### src/design/rv_defs.svh
// RV32I word-only core; widths below are fixed by the ISA and are not meant to be changed
`ifndef RV_DEFS_SVH
`define RV_DEFS_SVH

// ========================================
// Datapath widths
// ========================================

// Data, PC and instruction width
`define RV_XLEN 32

// Register number width
`define RV_REG_AW 5

// Word address into either memory, byte address bits 31 to 2
`define RV_WADDR_W 30

// ========================================
// Fixed encodings
// ========================================
`define RV_NOP 32'h0000_0013      // addi x0, x0, 0
`define RV_RESET_PC 32'h0000_0000

`endif

### src/design/rvPkg.sv
// Types shared by every pipeline stage; widths follow rv_defs.svh and only word accesses exist
`include "rv_defs.svh"

package rvPkg;

	// ========================================
	// Width types
	// ========================================
	typedef logic [`RV_XLEN-1:0]    word_t;     // Data, PC or instruction
	typedef logic [`RV_REG_AW-1:0]  regAddr_t;
	typedef logic [`RV_WADDR_W-1:0] wordAddr_t; // Same for both memories
	typedef logic [3:0]             aluOp_t;    // Bit 3 picks sub or sra

	// ========================================
	// Stage registers and buses
	// ========================================
	typedef struct packed {
		logic   memRead;
		logic   memWrite;
		logic   memToReg;
		logic   aluSrc;   // Operand B from immediate
		logic   regWrite;
		logic   isJump;   // Link value goes to rd
		aluOp_t aluOp;
	} ctrl_t;

	typedef struct packed {
		word_t    rs1Data;
		word_t    rs2Data;
		word_t    imm;
		word_t    pcPlus4;
		regAddr_t rd;
		regAddr_t rs1;
		regAddr_t rs2;
		ctrl_t    ctrl;
	} idEx_t;

	typedef struct packed {
		word_t    aluResult;
		word_t    storeData;
		word_t    pcPlus4;
		regAddr_t rd;
		logic     memRead;
		logic     memWrite;
		logic     memToReg;
		logic     regWrite;
		logic     isJump;
	} exMem_t;

	typedef struct packed {
		word_t    aluResult;
		word_t    loadData;
		word_t    pcPlus4;
		regAddr_t rd;
		logic     memToReg;
		logic     regWrite;
		logic     isJump;
	} memWb_t;

	// Result on its way back to the register file
	typedef struct packed {
		logic     regWrite;
		regAddr_t rd;
		word_t    data;
	} wbPort_t;

	typedef struct packed {
		logic      read;
		logic      write;
		wordAddr_t wordAddr;
		word_t     wdata;
	} dmemReq_t;

	// Nearest producer wins, x0 never forwards
	function automatic word_t fwdSelect(
		input wbPort_t  memFwd,
		input wbPort_t  wbFwd,
		input regAddr_t rs,
		input word_t    regData
	);
		if (memFwd.regWrite && memFwd.rd != '0 && memFwd.rd == rs)
			return memFwd.data;
		if (wbFwd.regWrite && wbFwd.rd != '0 && wbFwd.rd == rs)
			return wbFwd.data;
		return regData;
	endfunction

endpackage

### src/design/fetchUnit.sv
// Branches and jumps resolve in decode with no prediction; a producer still in execute costs one bubble
`timescale 1ns/100ps
`include "rv_defs.svh"

module fetchUnit (
	input  logic             clk,
	input  logic             rst_n,
	input  logic             imemStall,
	input  logic             dmemStall,
	input  logic             jal,
	input  logic             jalr,
	input  logic             beq,
	input  logic             bne,
	input  rvPkg::word_t     idPc,
	input  rvPkg::word_t     immediate,
	input  rvPkg::regAddr_t  idRs1,
	input  rvPkg::regAddr_t  idRs2,
	input  rvPkg::word_t     rs1Data,
	input  rvPkg::word_t     rs2Data,
	input  rvPkg::regAddr_t  exRd,
	input  logic             exMemRead,
	input  logic             exRegWrite,
	input  rvPkg::wbPort_t   memFwd,
	input  rvPkg::wbPort_t   wbFwd,
	output logic             memStall,
	output logic             hazardStall,
	output logic             bubbleIdEx,
	output logic             flushIfId,
	output rvPkg::word_t     fetchPc,
	output rvPkg::word_t     pcPlus4,
	output rvPkg::wordAddr_t imemAddr
);
	rvPkg::word_t pc;
	rvPkg::word_t nextPc;
	rvPkg::word_t rs1Fwd;
	rvPkg::word_t rs2Fwd;
	rvPkg::word_t jalrTarget;
	rvPkg::word_t pcRelTarget;
	logic         takeBranch;
	logic         rs1Hit;
	logic         rs2Hit;
	logic         loadHazard;
	logic         jalrHazard;
	logic         branchHazard;

	assign memStall = imemStall | dmemStall; // Either memory freezes everything

	// ========================================
	// Hazard detection against execute
	// ========================================
	assign rs1Hit = (exRd != '0) && (exRd == idRs1);
	assign rs2Hit = (exRd != '0) && (exRd == idRs2);

	assign loadHazard   = exMemRead && (rs1Hit || rs2Hit);
	assign jalrHazard   = jalr && exRegWrite && rs1Hit;
	assign branchHazard = (beq || bne) && exRegWrite && (rs1Hit || rs2Hit);

	assign hazardStall = loadHazard | jalrHazard | branchHazard;
	assign bubbleIdEx  = hazardStall; // Decode holds while a bubble goes to execute

	// ========================================
	// Branch compare and targets
	// ========================================
	assign rs1Fwd = rvPkg::fwdSelect(memFwd, wbFwd, idRs1, rs1Data);
	assign rs2Fwd = rvPkg::fwdSelect(memFwd, wbFwd, idRs2, rs2Data);

	assign takeBranch  = (beq && rs1Fwd == rs2Fwd) || (bne && rs1Fwd != rs2Fwd);
	assign jalrTarget  = rs1Fwd + immediate;
	assign pcRelTarget = idPc + immediate;

	// Operands not ready yet means no redirect this cycle
	assign flushIfId = (jal || jalr || takeBranch) && !hazardStall;

	always_comb begin
		if (memStall || hazardStall)
			nextPc = pc;
		else if (jalr)
			nextPc = {jalrTarget[`RV_XLEN-1:1], 1'b0}; // Bit 0 dropped per ISA
		else if (jal || takeBranch)
			nextPc = pcRelTarget;
		else
			nextPc = pcPlus4;
	end

	// PC register
	always_ff @(posedge clk) begin
		if (!rst_n)
			pc <= `RV_RESET_PC;
		else
			pc <= nextPc;
	end

	assign fetchPc  = pc;
	assign pcPlus4  = pc + 32'd4;
	assign imemAddr = pc[`RV_XLEN-1:2];

endmodule

### src/design/decodeStage.sv
// Decodes the RV32I subset only (ALU ops, lw, sw, beq, bne, jal, jalr); other opcodes act as NOPs
`timescale 1ns/100ps
`include "rv_defs.svh"

module decodeStage (
	input  logic            clk,
	input  logic            rst_n,
	input  logic            memStall,
	input  logic            hazardStall,
	input  logic            flushIfId,
	input  logic            bubbleIdEx,
	input  rvPkg::word_t    fetchPc,
	input  rvPkg::word_t    pcPlus4,
	input  rvPkg::word_t    imemRdata,
	input  rvPkg::word_t    rs1Data,
	input  rvPkg::word_t    rs2Data,
	output rvPkg::word_t    idPc,
	output rvPkg::word_t    immediate,
	output rvPkg::regAddr_t idRs1,
	output rvPkg::regAddr_t idRs2,
	output logic            jal,
	output logic            jalr,
	output logic            beq,
	output logic            bne,
	output rvPkg::idEx_t    idEx
);
	localparam logic [6:0] OP_R    = 7'b0110011;
	localparam logic [6:0] OP_I    = 7'b0010011;
	localparam logic [6:0] OP_LW   = 7'b0000011;
	localparam logic [6:0] OP_SW   = 7'b0100011;
	localparam logic [6:0] OP_BR   = 7'b1100011;
	localparam logic [6:0] OP_JAL  = 7'b1101111;
	localparam logic [6:0] OP_JALR = 7'b1100111;

	rvPkg::word_t inst;
	rvPkg::word_t idPcPlus4;
	rvPkg::ctrl_t ctrl;
	rvPkg::idEx_t idExNext;
	logic [6:0]   opcode;
	logic [2:0]   funct3;
	logic         funct7b5;
	logic         isShift;

	// ========================================
	// IF/ID register
	// ========================================
	always_ff @(posedge clk) begin
		if (!rst_n) begin
			inst <= `RV_NOP;
		end else if (!(memStall || hazardStall)) begin
			inst      <= flushIfId ? `RV_NOP : imemRdata; // Wrong-path slot becomes NOP
			idPc      <= fetchPc;
			idPcPlus4 <= pcPlus4;
		end
	end

	assign opcode   = inst[6:0];
	assign funct3   = inst[14:12];
	assign funct7b5 = inst[30];
	assign idRs1    = inst[19:15];
	assign idRs2    = inst[24:20];
	assign isShift  = (funct3 == 3'b001) || (funct3 == 3'b101);

	// Control decode, aluOp stays add unless set
	always_comb begin
		ctrl = '0;
		jal  = 1'b0;
		jalr = 1'b0;
		beq  = 1'b0;
		bne  = 1'b0;
		case (opcode)
			OP_R: begin
				ctrl.regWrite = 1'b1;
				ctrl.aluOp    = {funct7b5, funct3};
			end
			OP_I: begin
				ctrl.regWrite = 1'b1;
				ctrl.aluSrc   = 1'b1;
				ctrl.aluOp    = {funct3 == 3'b101 && funct7b5, funct3}; // Only srai uses bit 30
			end
			OP_LW: begin
				ctrl.memRead  = 1'b1;
				ctrl.memToReg = 1'b1;
				ctrl.aluSrc   = 1'b1;
				ctrl.regWrite = 1'b1;
			end
			OP_SW: begin
				ctrl.memWrite = 1'b1;
				ctrl.aluSrc   = 1'b1;
			end
			OP_BR: begin
				beq = (funct3 == 3'b000);
				bne = (funct3 == 3'b001);
			end
			OP_JAL: begin
				jal           = 1'b1;
				ctrl.regWrite = 1'b1;
				ctrl.isJump   = 1'b1;
			end
			OP_JALR: begin
				jalr          = 1'b1;
				ctrl.regWrite = 1'b1;
				ctrl.isJump   = 1'b1;
			end
			default: ;
		endcase
	end

	// Immediate generation
	always_comb begin
		case (opcode)
			OP_SW:   immediate = {{21{inst[31]}}, inst[30:25], inst[11:7]};
			OP_BR:   immediate = {{20{inst[31]}}, inst[7], inst[30:25], inst[11:8], 1'b0};
			OP_JAL:  immediate = {{12{inst[31]}}, inst[19:12], inst[20], inst[30:21], 1'b0};
			OP_I:    immediate = isShift ? {27'b0, inst[24:20]} : {{21{inst[31]}}, inst[30:20]};
			default: immediate = {{21{inst[31]}}, inst[30:20]}; // lw and jalr
		endcase
	end

	// ========================================
	// ID/EX register
	// ========================================
	assign idExNext = '{rs1Data: rs1Data, rs2Data: rs2Data, imm: immediate,
		pcPlus4: idPcPlus4, rd: inst[11:7], rs1: idRs1, rs2: idRs2, ctrl: ctrl};

	always_ff @(posedge clk) begin
		if (!rst_n) begin
			idEx.ctrl <= '0;
		end else if (!memStall) begin
			idEx <= idExNext;
			if (bubbleIdEx)
				idEx.ctrl <= '0; // Bubble writes and accesses nothing
		end
	end

endmodule

### src/design/regFile.sv
// 32 x 32 register file; a write-back in the same cycle is visible on the read ports
`timescale 1ns/100ps
`include "rv_defs.svh"

module regFile (
	input  logic            clk,
	input  logic            rst_n,
	input  rvPkg::regAddr_t rs1,
	input  rvPkg::regAddr_t rs2,
	input  rvPkg::wbPort_t  wb,
	output rvPkg::word_t    rs1Data,
	output rvPkg::word_t    rs2Data
);
	localparam int NUM_REGS = 1 << `RV_REG_AW;

	rvPkg::word_t regs [NUM_REGS];

	always_ff @(posedge clk) begin
		if (!rst_n) begin
			for (int i = 0; i < NUM_REGS; i++)
				regs[i] <= '0;
		end else if (wb.regWrite && wb.rd != '0) begin
			regs[wb.rd] <= wb.data; // x0 never written
		end
	end

	// Write-through bypass, x0 reads zero
	assign rs1Data = (rs1 == '0) ? '0 :
		(wb.regWrite && wb.rd == rs1) ? wb.data : regs[rs1];
	assign rs2Data = (rs2 == '0) ? '0 :
		(wb.regWrite && wb.rd == rs2) ? wb.data : regs[rs2];

endmodule

### src/design/executeStage.sv
// Execute, memory and write-back; data memory must answer combinationally in the cycle its stall is low
`timescale 1ns/100ps
`include "rv_defs.svh"

module executeStage (
	input  logic            clk,
	input  logic            rst_n,
	input  logic            memStall,
	input  rvPkg::idEx_t    idEx,
	input  rvPkg::word_t    dmemRdata,
	output rvPkg::dmemReq_t dmemReq,
	output rvPkg::wbPort_t  memFwd,
	output rvPkg::wbPort_t  wbFwd
);
	rvPkg::exMem_t exMem;
	rvPkg::memWb_t memWb;
	rvPkg::word_t  opA;
	rvPkg::word_t  opB;
	rvPkg::word_t  rs2Fwd;
	rvPkg::word_t  aluResult;
	logic [4:0]    shamt;

	// ========================================
	// Execute
	// ========================================
	assign opA    = rvPkg::fwdSelect(memFwd, wbFwd, idEx.rs1, idEx.rs1Data);
	assign rs2Fwd = rvPkg::fwdSelect(memFwd, wbFwd, idEx.rs2, idEx.rs2Data); // Also store data
	assign opB    = idEx.ctrl.aluSrc ? idEx.imm : rs2Fwd;
	assign shamt  = opB[4:0];

	always_comb begin
		case (idEx.ctrl.aluOp[2:0])
			3'd0: aluResult = idEx.ctrl.aluOp[3] ? opA - opB : opA + opB;
			3'd1: aluResult = opA << shamt;
			3'd2: aluResult = ($signed(opA) < $signed(opB)) ? 32'd1 : 32'd0;
			3'd4: aluResult = opA ^ opB;
			3'd5: begin
				if (idEx.ctrl.aluOp[3])
					aluResult = $signed(opA) >>> shamt; // sra
				else
					aluResult = opA >> shamt;
			end
			3'd6: aluResult = opA | opB;
			3'd7: aluResult = opA & opB;
			default: aluResult = '0; // sltu not supported
		endcase
	end

	// EX/MEM register
	always_ff @(posedge clk) begin
		if (!rst_n) begin
			exMem.memRead  <= 1'b0;
			exMem.memWrite <= 1'b0;
			exMem.memToReg <= 1'b0;
			exMem.regWrite <= 1'b0;
			exMem.isJump   <= 1'b0;
		end else if (!memStall) begin
			exMem <= '{aluResult: aluResult, storeData: rs2Fwd, pcPlus4: idEx.pcPlus4,
				rd: idEx.rd, memRead: idEx.ctrl.memRead, memWrite: idEx.ctrl.memWrite,
				memToReg: idEx.ctrl.memToReg, regWrite: idEx.ctrl.regWrite,
				isJump: idEx.ctrl.isJump};
		end
	end

	// ========================================
	// Memory access
	// ========================================
	assign dmemReq = '{read: exMem.memRead, write: exMem.memWrite,
		wordAddr: exMem.aluResult[`RV_XLEN-1:2], wdata: exMem.storeData};

	// Load data forwards straight from the port
	assign memFwd.regWrite = exMem.regWrite;
	assign memFwd.rd       = exMem.rd;
	assign memFwd.data     = exMem.isJump ? exMem.pcPlus4 :
		exMem.memToReg ? dmemRdata : exMem.aluResult;

	// MEM/WB register
	always_ff @(posedge clk) begin
		if (!rst_n) begin
			memWb.memToReg <= 1'b0;
			memWb.regWrite <= 1'b0;
			memWb.isJump   <= 1'b0;
		end else if (!memStall) begin
			memWb <= '{aluResult: exMem.aluResult, loadData: dmemRdata,
				pcPlus4: exMem.pcPlus4, rd: exMem.rd, memToReg: exMem.memToReg,
				regWrite: exMem.regWrite, isJump: exMem.isJump};
		end
	end

	// ========================================
	// Write-back select
	// ========================================
	assign wbFwd.regWrite = memWb.regWrite;
	assign wbFwd.rd       = memWb.rd;
	assign wbFwd.data     = memWb.isJump ? memWb.pcPlus4 :
		memWb.memToReg ? memWb.loadData : memWb.aluResult;

endmodule

### src/design/riscvCore.sv
// Five-stage RV32I core; both memories answer combinationally and hold the pipeline with a stall level
`timescale 1ns/100ps

module riscvCore (
	input  logic             clk,
	input  logic             rst_n,
	output rvPkg::wordAddr_t imemAddr,
	input  rvPkg::word_t     imemRdata,
	input  logic             imemStall,
	output rvPkg::dmemReq_t  dmemReq,
	input  rvPkg::word_t     dmemRdata,
	input  logic             dmemStall
);
	// Pipeline control
	logic            memStall;
	logic            hazardStall;
	logic            bubbleIdEx;
	logic            flushIfId;

	// Fetch and decode
	rvPkg::word_t    fetchPc;
	rvPkg::word_t    pcPlus4;
	rvPkg::word_t    idPc;
	rvPkg::word_t    immediate;
	rvPkg::regAddr_t idRs1;
	rvPkg::regAddr_t idRs2;
	logic            jal;
	logic            jalr;
	logic            beq;
	logic            bne;
	rvPkg::word_t    rs1Data;
	rvPkg::word_t    rs2Data;

	// Later stages
	rvPkg::idEx_t    idEx;
	rvPkg::wbPort_t  memFwd;
	rvPkg::wbPort_t  wbFwd;

	fetchUnit uFetch (
		.clk(clk), .rst_n(rst_n), .imemStall(imemStall), .dmemStall(dmemStall),
		.jal(jal), .jalr(jalr), .beq(beq), .bne(bne),
		.idPc(idPc), .immediate(immediate), .idRs1(idRs1), .idRs2(idRs2),
		.rs1Data(rs1Data), .rs2Data(rs2Data),
		.exRd(idEx.rd), .exMemRead(idEx.ctrl.memRead), .exRegWrite(idEx.ctrl.regWrite),
		.memFwd(memFwd), .wbFwd(wbFwd),
		.memStall(memStall), .hazardStall(hazardStall), .bubbleIdEx(bubbleIdEx),
		.flushIfId(flushIfId), .fetchPc(fetchPc), .pcPlus4(pcPlus4), .imemAddr(imemAddr)
	);

	decodeStage uDecode (
		.clk(clk), .rst_n(rst_n), .memStall(memStall), .hazardStall(hazardStall),
		.flushIfId(flushIfId), .bubbleIdEx(bubbleIdEx),
		.fetchPc(fetchPc), .pcPlus4(pcPlus4), .imemRdata(imemRdata),
		.rs1Data(rs1Data), .rs2Data(rs2Data),
		.idPc(idPc), .immediate(immediate), .idRs1(idRs1), .idRs2(idRs2),
		.jal(jal), .jalr(jalr), .beq(beq), .bne(bne), .idEx(idEx)
	);

	regFile uRegs (
		.clk(clk), .rst_n(rst_n), .rs1(idRs1), .rs2(idRs2), .wb(wbFwd),
		.rs1Data(rs1Data), .rs2Data(rs2Data)
	);

	executeStage uExec (
		.clk(clk), .rst_n(rst_n), .memStall(memStall), .idEx(idEx),
		.dmemRdata(dmemRdata), .dmemReq(dmemReq), .memFwd(memFwd), .wbFwd(wbFwd)
	);

endmodule

### config.mk
export PLATFORM = sky130hd
export DESIGN_NAME = riscvCore
export DESIGN_NICKNAME = d
export VERILOG_FILES = /design/src/design/rvPkg.sv /design/src/design/fetchUnit.sv /design/src/design/decodeStage.sv /design/src/design/regFile.sv /design/src/design/executeStage.sv /design/src/design/riscvCore.sv
export VERILOG_INCLUDE_DIRS = /design/src /design/src/design
export SDC_FILE = /design/constraint.sdc
export NUM_CORES = 2
export LEC_CHECK = 0
export BUFFER_PORTS_ARGS = -buffer_cell sky130_fd_sc_hd__buf_2
export CORE_MARGIN = 4
export CORE_UTILIZATION = 25
export DETAILED_ROUTE_END_ITERATION = 10
export PLACE_DENSITY = 0.45
export SETUP_SLACK_MARGIN = 0.3
export SKIP_LAST_GASP = 1
export SYNTH_ARGS = -nofsm -noshare
export SYNTH_HDL_FRONTEND = slang
export SYNTH_SLANG_ARGS = --single-unit
export TNS_END_PERCENT = 20
### constraint.sdc
create_clock -name clk -period 55.4 [get_ports clk]
set_input_delay 11.08 -clock clk [delete_from_list [all_inputs] [get_ports clk]]
set_output_delay 11.08 -clock clk [all_outputs]
set_load 0.005 [all_outputs]
=== Yosys cells after proc, flatten, opt, wreduce, memory -nomap -nowiden ===
Memory sizes are Yosys's and may differ from the RTL's. A register that Yosys moved wholly into a read port is not among the register bits.
Index checks and enable logic that the tools add are counted.
Widths: inputs -> output; s select.

* Equal/unequal tests: 27
* Shift-type cells: 3
* Add/subtract/negate cells: 5
* Order comparisons: 1
* Div/mod/pow operators: 0
* Multiplexer cells: 68
* Reductions and logical operators: 45
* Multiply operators: 0
* Bitwise gates (word level): 8

{| class="wikitable"
|+ Operators with widths
! operator !! count
|-
| $mux 32 || 32
|-
| $pmux 32 s7 || 1
|-
| $pmux 32 s4 || 1
|-
| $add 32x32->32 || 3
|-
| $eq 5x5->1 || 10
|-
| $add 32x3->32 const B || 1
|-
| $and 32x32->32 || 1
|-
| $eq 32x32->1 || 1
|-
| $lt 32x32->1 || 1
|-
| $ne 32x32->1 || 1
|-
| $or 32x32->32 || 1
|-
| $reduce_or 32->1 || 1
|-
| $shl 32x5->32 || 1
|-
| $shr 32x5->32 || 1
|-
| $sshr 32x5->32 || 1
|-
| $sub 32x32->32 || 1
|-
| $xor 32x32->32 || 1
|-
| $mux 1 || 27
|-
| $mux 5 || 5
|-
| $logic_and 1x1->1 || 23
|-
| $eq 7x7->1 const B || 3
|-
| $eq 3x3->1 const B || 5
|-
| $reduce_bool 5->1 || 3
|-
| $eq 7x6->1 const B || 2
|-
| 16 further kinds || 30
|}

* Output and inout port bits: 94
* ROM bits: 0
* Bits in writable memories: 1024
* Logic and storage cells: 192
* Memories: 1
* Bits of input ports: 68
* Bits in latches: 0
* Flip-flop bits (word level): 491

{| class="wikitable"
|+ Memory list
! name !! depth !! width !! rd ports !! clocked after memory_dff !! wr ports !! RTL line !! text
|-
| uRegs.regs || 32 || 32 || 2 || 2 || 32 || regFile.sv:16 || <nowiki>rvPkg::word_t regs [NUM_REGS];</nowiki>
|}

=== Depth between registers and ports, before layout ===
* Depth after elaboration: 15
* Gate-level depth with buffers: 29
* Mapped depth without buffers: 22

=== Modules after synthesis ===
Synthesis repeated with hierarchy kept, for this count alone.

* Cell total of the unflattened synthesis: 7673
* Area total of the unflattened synthesis: 91551.6 sq um

{| class="wikitable"
|+ By module, submodules not included
! module !! cells each !! times used !! seq. area each (sq um) !! area an instance (sq um)
|-
| regFile || 3818 || 1 || 30749.5 || 55316.8
|-
| executeStage || 2185 || 1 || 6226.0 || 19128.3
|-
| fetchUnit || 1205 || 1 || 640.6 || 8929.8
|-
| decodeStage || 465 || 1 || 6706.4 || 8176.6
|}

=== Least setup slack after synthesis ===
Ideal clock, no wire load.

* Path type: in2reg
* From: in rst_n
* To: reg uExec.exMem, in the netlist uExec.dmemReq[62]
* Buffers on the path: 1
* Setup time: 0.147 ns
* Stages: 4
* Required time: 55.253 ns
* Slack: 18.680 ns
* Arrival time: 36.572 ns
* Cells stage by stage: inv_1 -> clkbuf_1 -> nor3_1 -> a22o_1

{| class="wikitable"
|+ RTL lines
! element !! RTL line !! text
|-
| from (decl) || riscvCore.sv:6 || <nowiki>input logic rst_n,</nowiki>
|-
| to (signal assigned) || executeStage.sv:58 || <nowiki>exMem <= '{aluResult: aluResult, storeData: rs2Fwd, pcPlus4: idEx.pcPlus4,</nowiki>
|-
| to (decl) || executeStage.sv:15 || <nowiki>rvPkg::exMem_t exMem;</nowiki>
|}

=== Worst setup path after layout ===
* From: in dmemRdata[0]
* To: reg uExec.exMem, in the netlist uExec.dmemReq[60] (data pin)

* Cells in the longest elaborated chain, start to end: 10
* Elaborated cells on any way between the ends: 19
* Classes of those cells: add/sub (2); shift (3); mux (14)

{| class="wikitable"
|+ RTL lines
! element !! RTL line !! text
|-
| from (decl) || riscvCore.sv:11 || <nowiki>input rvPkg::word_t dmemRdata,</nowiki>
|-
| $mux 32 (*) || executeStage.sv:75 || <nowiki>exMem.memToReg ? dmemRdata : exMem.aluResult;</nowiki>
|-
| $mux 32 (*) || executeStage.sv:74 || <nowiki>assign memFwd.data = exMem.isJump ? exMem.pcPlus4 :</nowiki>
|-
| $mux 32 (*) || rvPkg.sv:81 || <nowiki>if (memFwd.regWrite && memFwd.rd != '0 && memFwd.rd == rs)</nowiki>
|-
| $mux 32 || rvPkg.sv:83 || <nowiki>if (wbFwd.regWrite && wbFwd.rd != '0 && wbFwd.rd == rs)</nowiki>
|-
| $mux 32 || rvPkg.sv:85 || <nowiki>return regData;</nowiki>
|-
| $mux 32 (*) || rvPkg.sv:83 ||
|-
| net uExec.rs2Fwd[0] || executeStage.sv:19 || <nowiki>rvPkg::word_t rs2Fwd;</nowiki>
|-
| $mux 32 (*) || executeStage.sv:28 || <nowiki>assign opB = idEx.ctrl.aluSrc ? idEx.imm : rs2Fwd;</nowiki>
|-
| $add 32x32->32 (tied with other cells) || executeStage.sv:33 || <nowiki>3'd0: aluResult = idEx.ctrl.aluOp[3] ? opA - opB : opA + opB;</nowiki>
|-
| $mux 32, on equally long branches || executeStage.sv:33, executeStage.sv:38 ||
|-
| $pmux 32 s7 (*) || executeStage.sv:32 || <nowiki>case (idEx.ctrl.aluOp[2:0])</nowiki>
|-
| net uExec.aluResult[30] || executeStage.sv:20 || <nowiki>rvPkg::word_t aluResult;</nowiki>
|}

Mark *: on every way through the listed nets, which the timed path passes. The rest lies on a longest branch. The select of a mux whose other input is x is not followed.
A chain may end at the register's enable or synchronous reset.

==> impl_metrics.json <==
{
  "rsz0062_at_grt": "no",
  "start_kind": "input pin",
  "vias_per_cell": 5.56,
  "layout_commonest_cell": "edfxtp_1",
  "grt_pass1_vias": 64991,
  "p_sw_uw": 837,
  "track_usage_pct": 22.0,
  "cts-buffers-inserted": 178,
  "dp_hpwl_um": 268000,
  "synth_cell_types": 90,
  "hold_viol": 0,
  "initial_core_util_pct": 25.2,
  "setup_ws_ns": 39.19,
  "io_pins": 162,
  "grt_start_max_net_pins": 104,
  "route.detailed.drc": 0,
  "ys.flop_type": "edfxtp_1",
  "post-route-min-period_ns": 16.21,
  "fmax_mhz": 61.7,
  "drt_first_pass_iters": 8,
  "avgSynthCellArea_sq_um": 11.4,
  "maxCapViolCount": 0,
  "placementRows": 215,
  "final_cell_mix": "1,420 x edfxtp_1, 1,279 x nor2_1, 607 x mux2i_1",
  "wl_um": 407000,
  "power.total_mw": 2.98,
  "slew_violations": 0,
  "crit_path_end": "uExec.dmemReq[60]$_DFFE_PP_",
  "dp_slack_ns": 38.51,
  "min_period_over_period_pct": 29.3,
  "postCtsSetupBuffers": 0,
  "wire_per_inst_um": 33.4,
  "combPwrFrac_pct": 14.8,
  "p_int_mw": 2.14,
  "gp_congestion": 0.925,
  "die_w_um": 596,
  "die_y_um": 596,
  "drive_gt1_share_pct": 16.6,
  "h-tree-depth": 4,
  "slew-limit-headroom_pct": 9.67,
  "setup_violations": 0,
  "critPathKind": "in2reg",
  "cts_buffer_depth": 4,
  "placed_area_sq_um": 92300,
  "required_ns": 55.96,
  "overflow": 0,
  "grt_first_pass_wirelength_um": 553000,
  "fin_tns_setup_ns": 0,
  "port_buffers": 161,
  "arrival_ns": 16.77,
  "cts_hold_buffers": 0,
  "antenna_found_initial": 37,
  "cts.sinks": 1510,
  "yosys.area.top_type": "edfxtp_1",
  "p_seq_share_pct": 44.4,
  "finClkSkew_ns": 0.0866,
  "p_leak_nw": 34.4,
  "reg2reg_depth": 23,
  "yosysWarningCount": 0,
  "p_per_area_nw_per_um2": 30.3,
  "p_sw_share_pct": 28.1,
  "reg2reg_slack_ns": 46.30,
  "p_clk_share_pct": 40.9,
  "cts_resized": 0,
  "tightestPinTransition_ns": 1.34,
  "min-delay-path-class": "reg2reg",
  "ys_ff_latch": 1510,
  "cts-root-buf": "clkbuf_16",
  "async_flop_share_pct": 0,
  "synth.area.top_cells": "edfxtp_1 49%, mux4_2 9.7%, mux2i_1 7.1%, nor2_1 5.6%, nand2_1 2.5%",
  "critPathLaunch": "dmemRdata[0]",
  "ant_nets": 0,
  "tritoncts": "built",
  "path_clk_slew_ns": 0.06,
  "ys_seq_area_share_pct": 51.4,
  "fill_cells": 35353,
  "r2r-end": "uFetch.fetchPc[26]$_SDFFE_PN0N_",
  "end_kind": "register",
  "post-route-cell-area_sq_um": 98100,
  "synth-edff-count": 1420,
  "syn_to_final_growth_pct": 13.5,
  "critPathMaxFanout": 40,
  "outcome": "finished, final reports clean",
  "synth_cells": 7573,
  "dieArea_sq_um": 355000,
  "drt_iter0_markers": 8974,
  "coreArea_sq_um": 344000,
  "nNetsFinal": 7718,
  "via_count": 67816,
  "clock_latency_ns": 0.90,
  "synth_top_area_share_pct": 49.3,
  "synth_area_sq_um": 86500,
  "peakVddDrop_uv": 21.2
}
power by group through the flow:
| stage | logic, mW | registers, mW | clock network (mW) |
|---|---|---|---|
| after floorplan | 0.256 | 1.33 | 0 |
| after global placement | 0.429 | 1.34 | 0 |
| after detailed placement | 0.430 | 1.34 | 0 |
| after CTS | 0.432 | 1.32 | 1.23 |
| after global routing | 0.457 | 1.32 | 1.28 |
| final | 0.439 | 1.32 | 1.22 |
synth_stat cells, drive strengths merged (36+ instances only):
cell    instances
and2           53
clkbuf        426
nand2b         38
buf           298
nand3         137
o21a           45
mux2           43
a31oi          66
nand2         587
ha            159
o21ai         364
and3           39
a211oi         70
o22ai          36
nor2b          39
edfxtp       1420
inv           148
o211ai         58
mux4          374
nand4          37
a22oi         196
mux2i         616
a21o           54
nor2         1289
xnor2         143
nor3           94
a21oi         258
dfxtp          90
xor2           55
worst max-delay path: stages:
cell	delay, ns
buf_2	0.16
mux2i_1	0.11
o21ai_0	0.48
nor4_1	0.09
a31oi_1	0.34
mux2i_4	0.11
buf_4	0.31
inv_1	0.32
ha_1	0.27
inv_1	0.08
fa_1	0.43
o21bai_1	0.14
a21oi_1	0.13
o21ai_0	0.32
nand4_1	0.20
nand3_1	0.18
a31oi_1	0.17
nor3_1	0.36
o31ai_1	0.22
a211oi_1	0.52
o211ai_1	0.19
a2bb2oi_1	0.24
xnor2_1	0.15
o211ai_1	0.11
registers in the layout (all words and copies together) (netlist names), 30 cells and up, named ones only:
register	cells
uDecode.inst	32
uExec.memWb	98
uDecode.idEx	141
uDecode.idPc	30
uExec.dmemReq	63
uDecode.idPcPlus4	32
uRegs.regs	1024
uFetch.fetchPc	32
uExec.exMem	36
worst min path at each step:
| stage | from | endpoint | slack (ns) | depth (start not counted) |
|---|---|---|---|---|
| finish | uDecode.idEx[26]$_DFFE_PP_ | uExec.exMem[11]$_DFFE_PP_ | 0.41 | 0 |
| CTS | uDecode.idEx[40]$_DFFE_PP_ | uExec.exMem[25]$_DFFE_PP_ | 0.42 | 0 |
| floorplan | uDecode.idPcPlus4[2]$_DFFE_PP_ | uDecode.idEx[27]$_DFFE_PP_ | 0.40 | 0 |
| detailed placement | uDecode.idEx[40]$_DFFE_PP_ | uExec.exMem[25]$_DFFE_PP_ | 0.40 | 0 |
| global route | uDecode.idEx[26]$_DFFE_PP_ | uExec.exMem[11]$_DFFE_PP_ | 0.43 | 0 |
| global placement | uDecode.idEx[26]$_DFFE_PP_ | uExec.exMem[11]$_DFFE_PP_ | 0.40 | 0 |
routing by layer:
layer / track usage, % / share of wire, % / up-vias
li1: - / - / 27918
met3: 4.34 / 9.0 / 815
met5: 0 / 0.053 / -
met1: 29.5 / 41 / 35123
met4: 10.9 / 5.7 / 32
met2: 33.9 / 44 / 3928
cell type report:
type | instances | area (sq um) | area share [%]
sequential | 1510 | 44500 | 45.3
multi-input combinational | 5217 | 38700 | 39.5
tap | 4557 | 5700 | 5.81
clock buffer | 217 | 4750 | 4.84
timing repair buffer | 427 | 2830 | 2.88
clock inverter | 100 | 1070 | 1.09
inverter | 153 | 576 | 0.586
antenna | 10 | 25.0 | 0.0255
logic make-up after synthesis:
group | Yosys count | share of synthesized area (%)
and+or+nand+nor | 2431 | 12.0
xor gates and xnor gates | 198 | 2.01
buffers and inverters | 877 | 4.61
muxes | 1033 | 17.4
DFF | 1510 | 51.4
adders and majority gates | 163 | 2.39
AOI/OAI and AO/OA | 1360 | 10.2
other | 1 | 0.00434
metrics by stage:
step | hold WS, ns | instances | utilization [%]
floorplan | 0.400 | 7604 | -
global placement | 0.402 | 11864 | 26.8
detailed placement | 0.405 | 11864 | 26.8
CTS | 0.418 | 12181 | 28.5
global route | 0.426 | 12182 | 28.5
finish | 0.407 | 12191 | 28.5
Power figures use the tool's default switching activity.
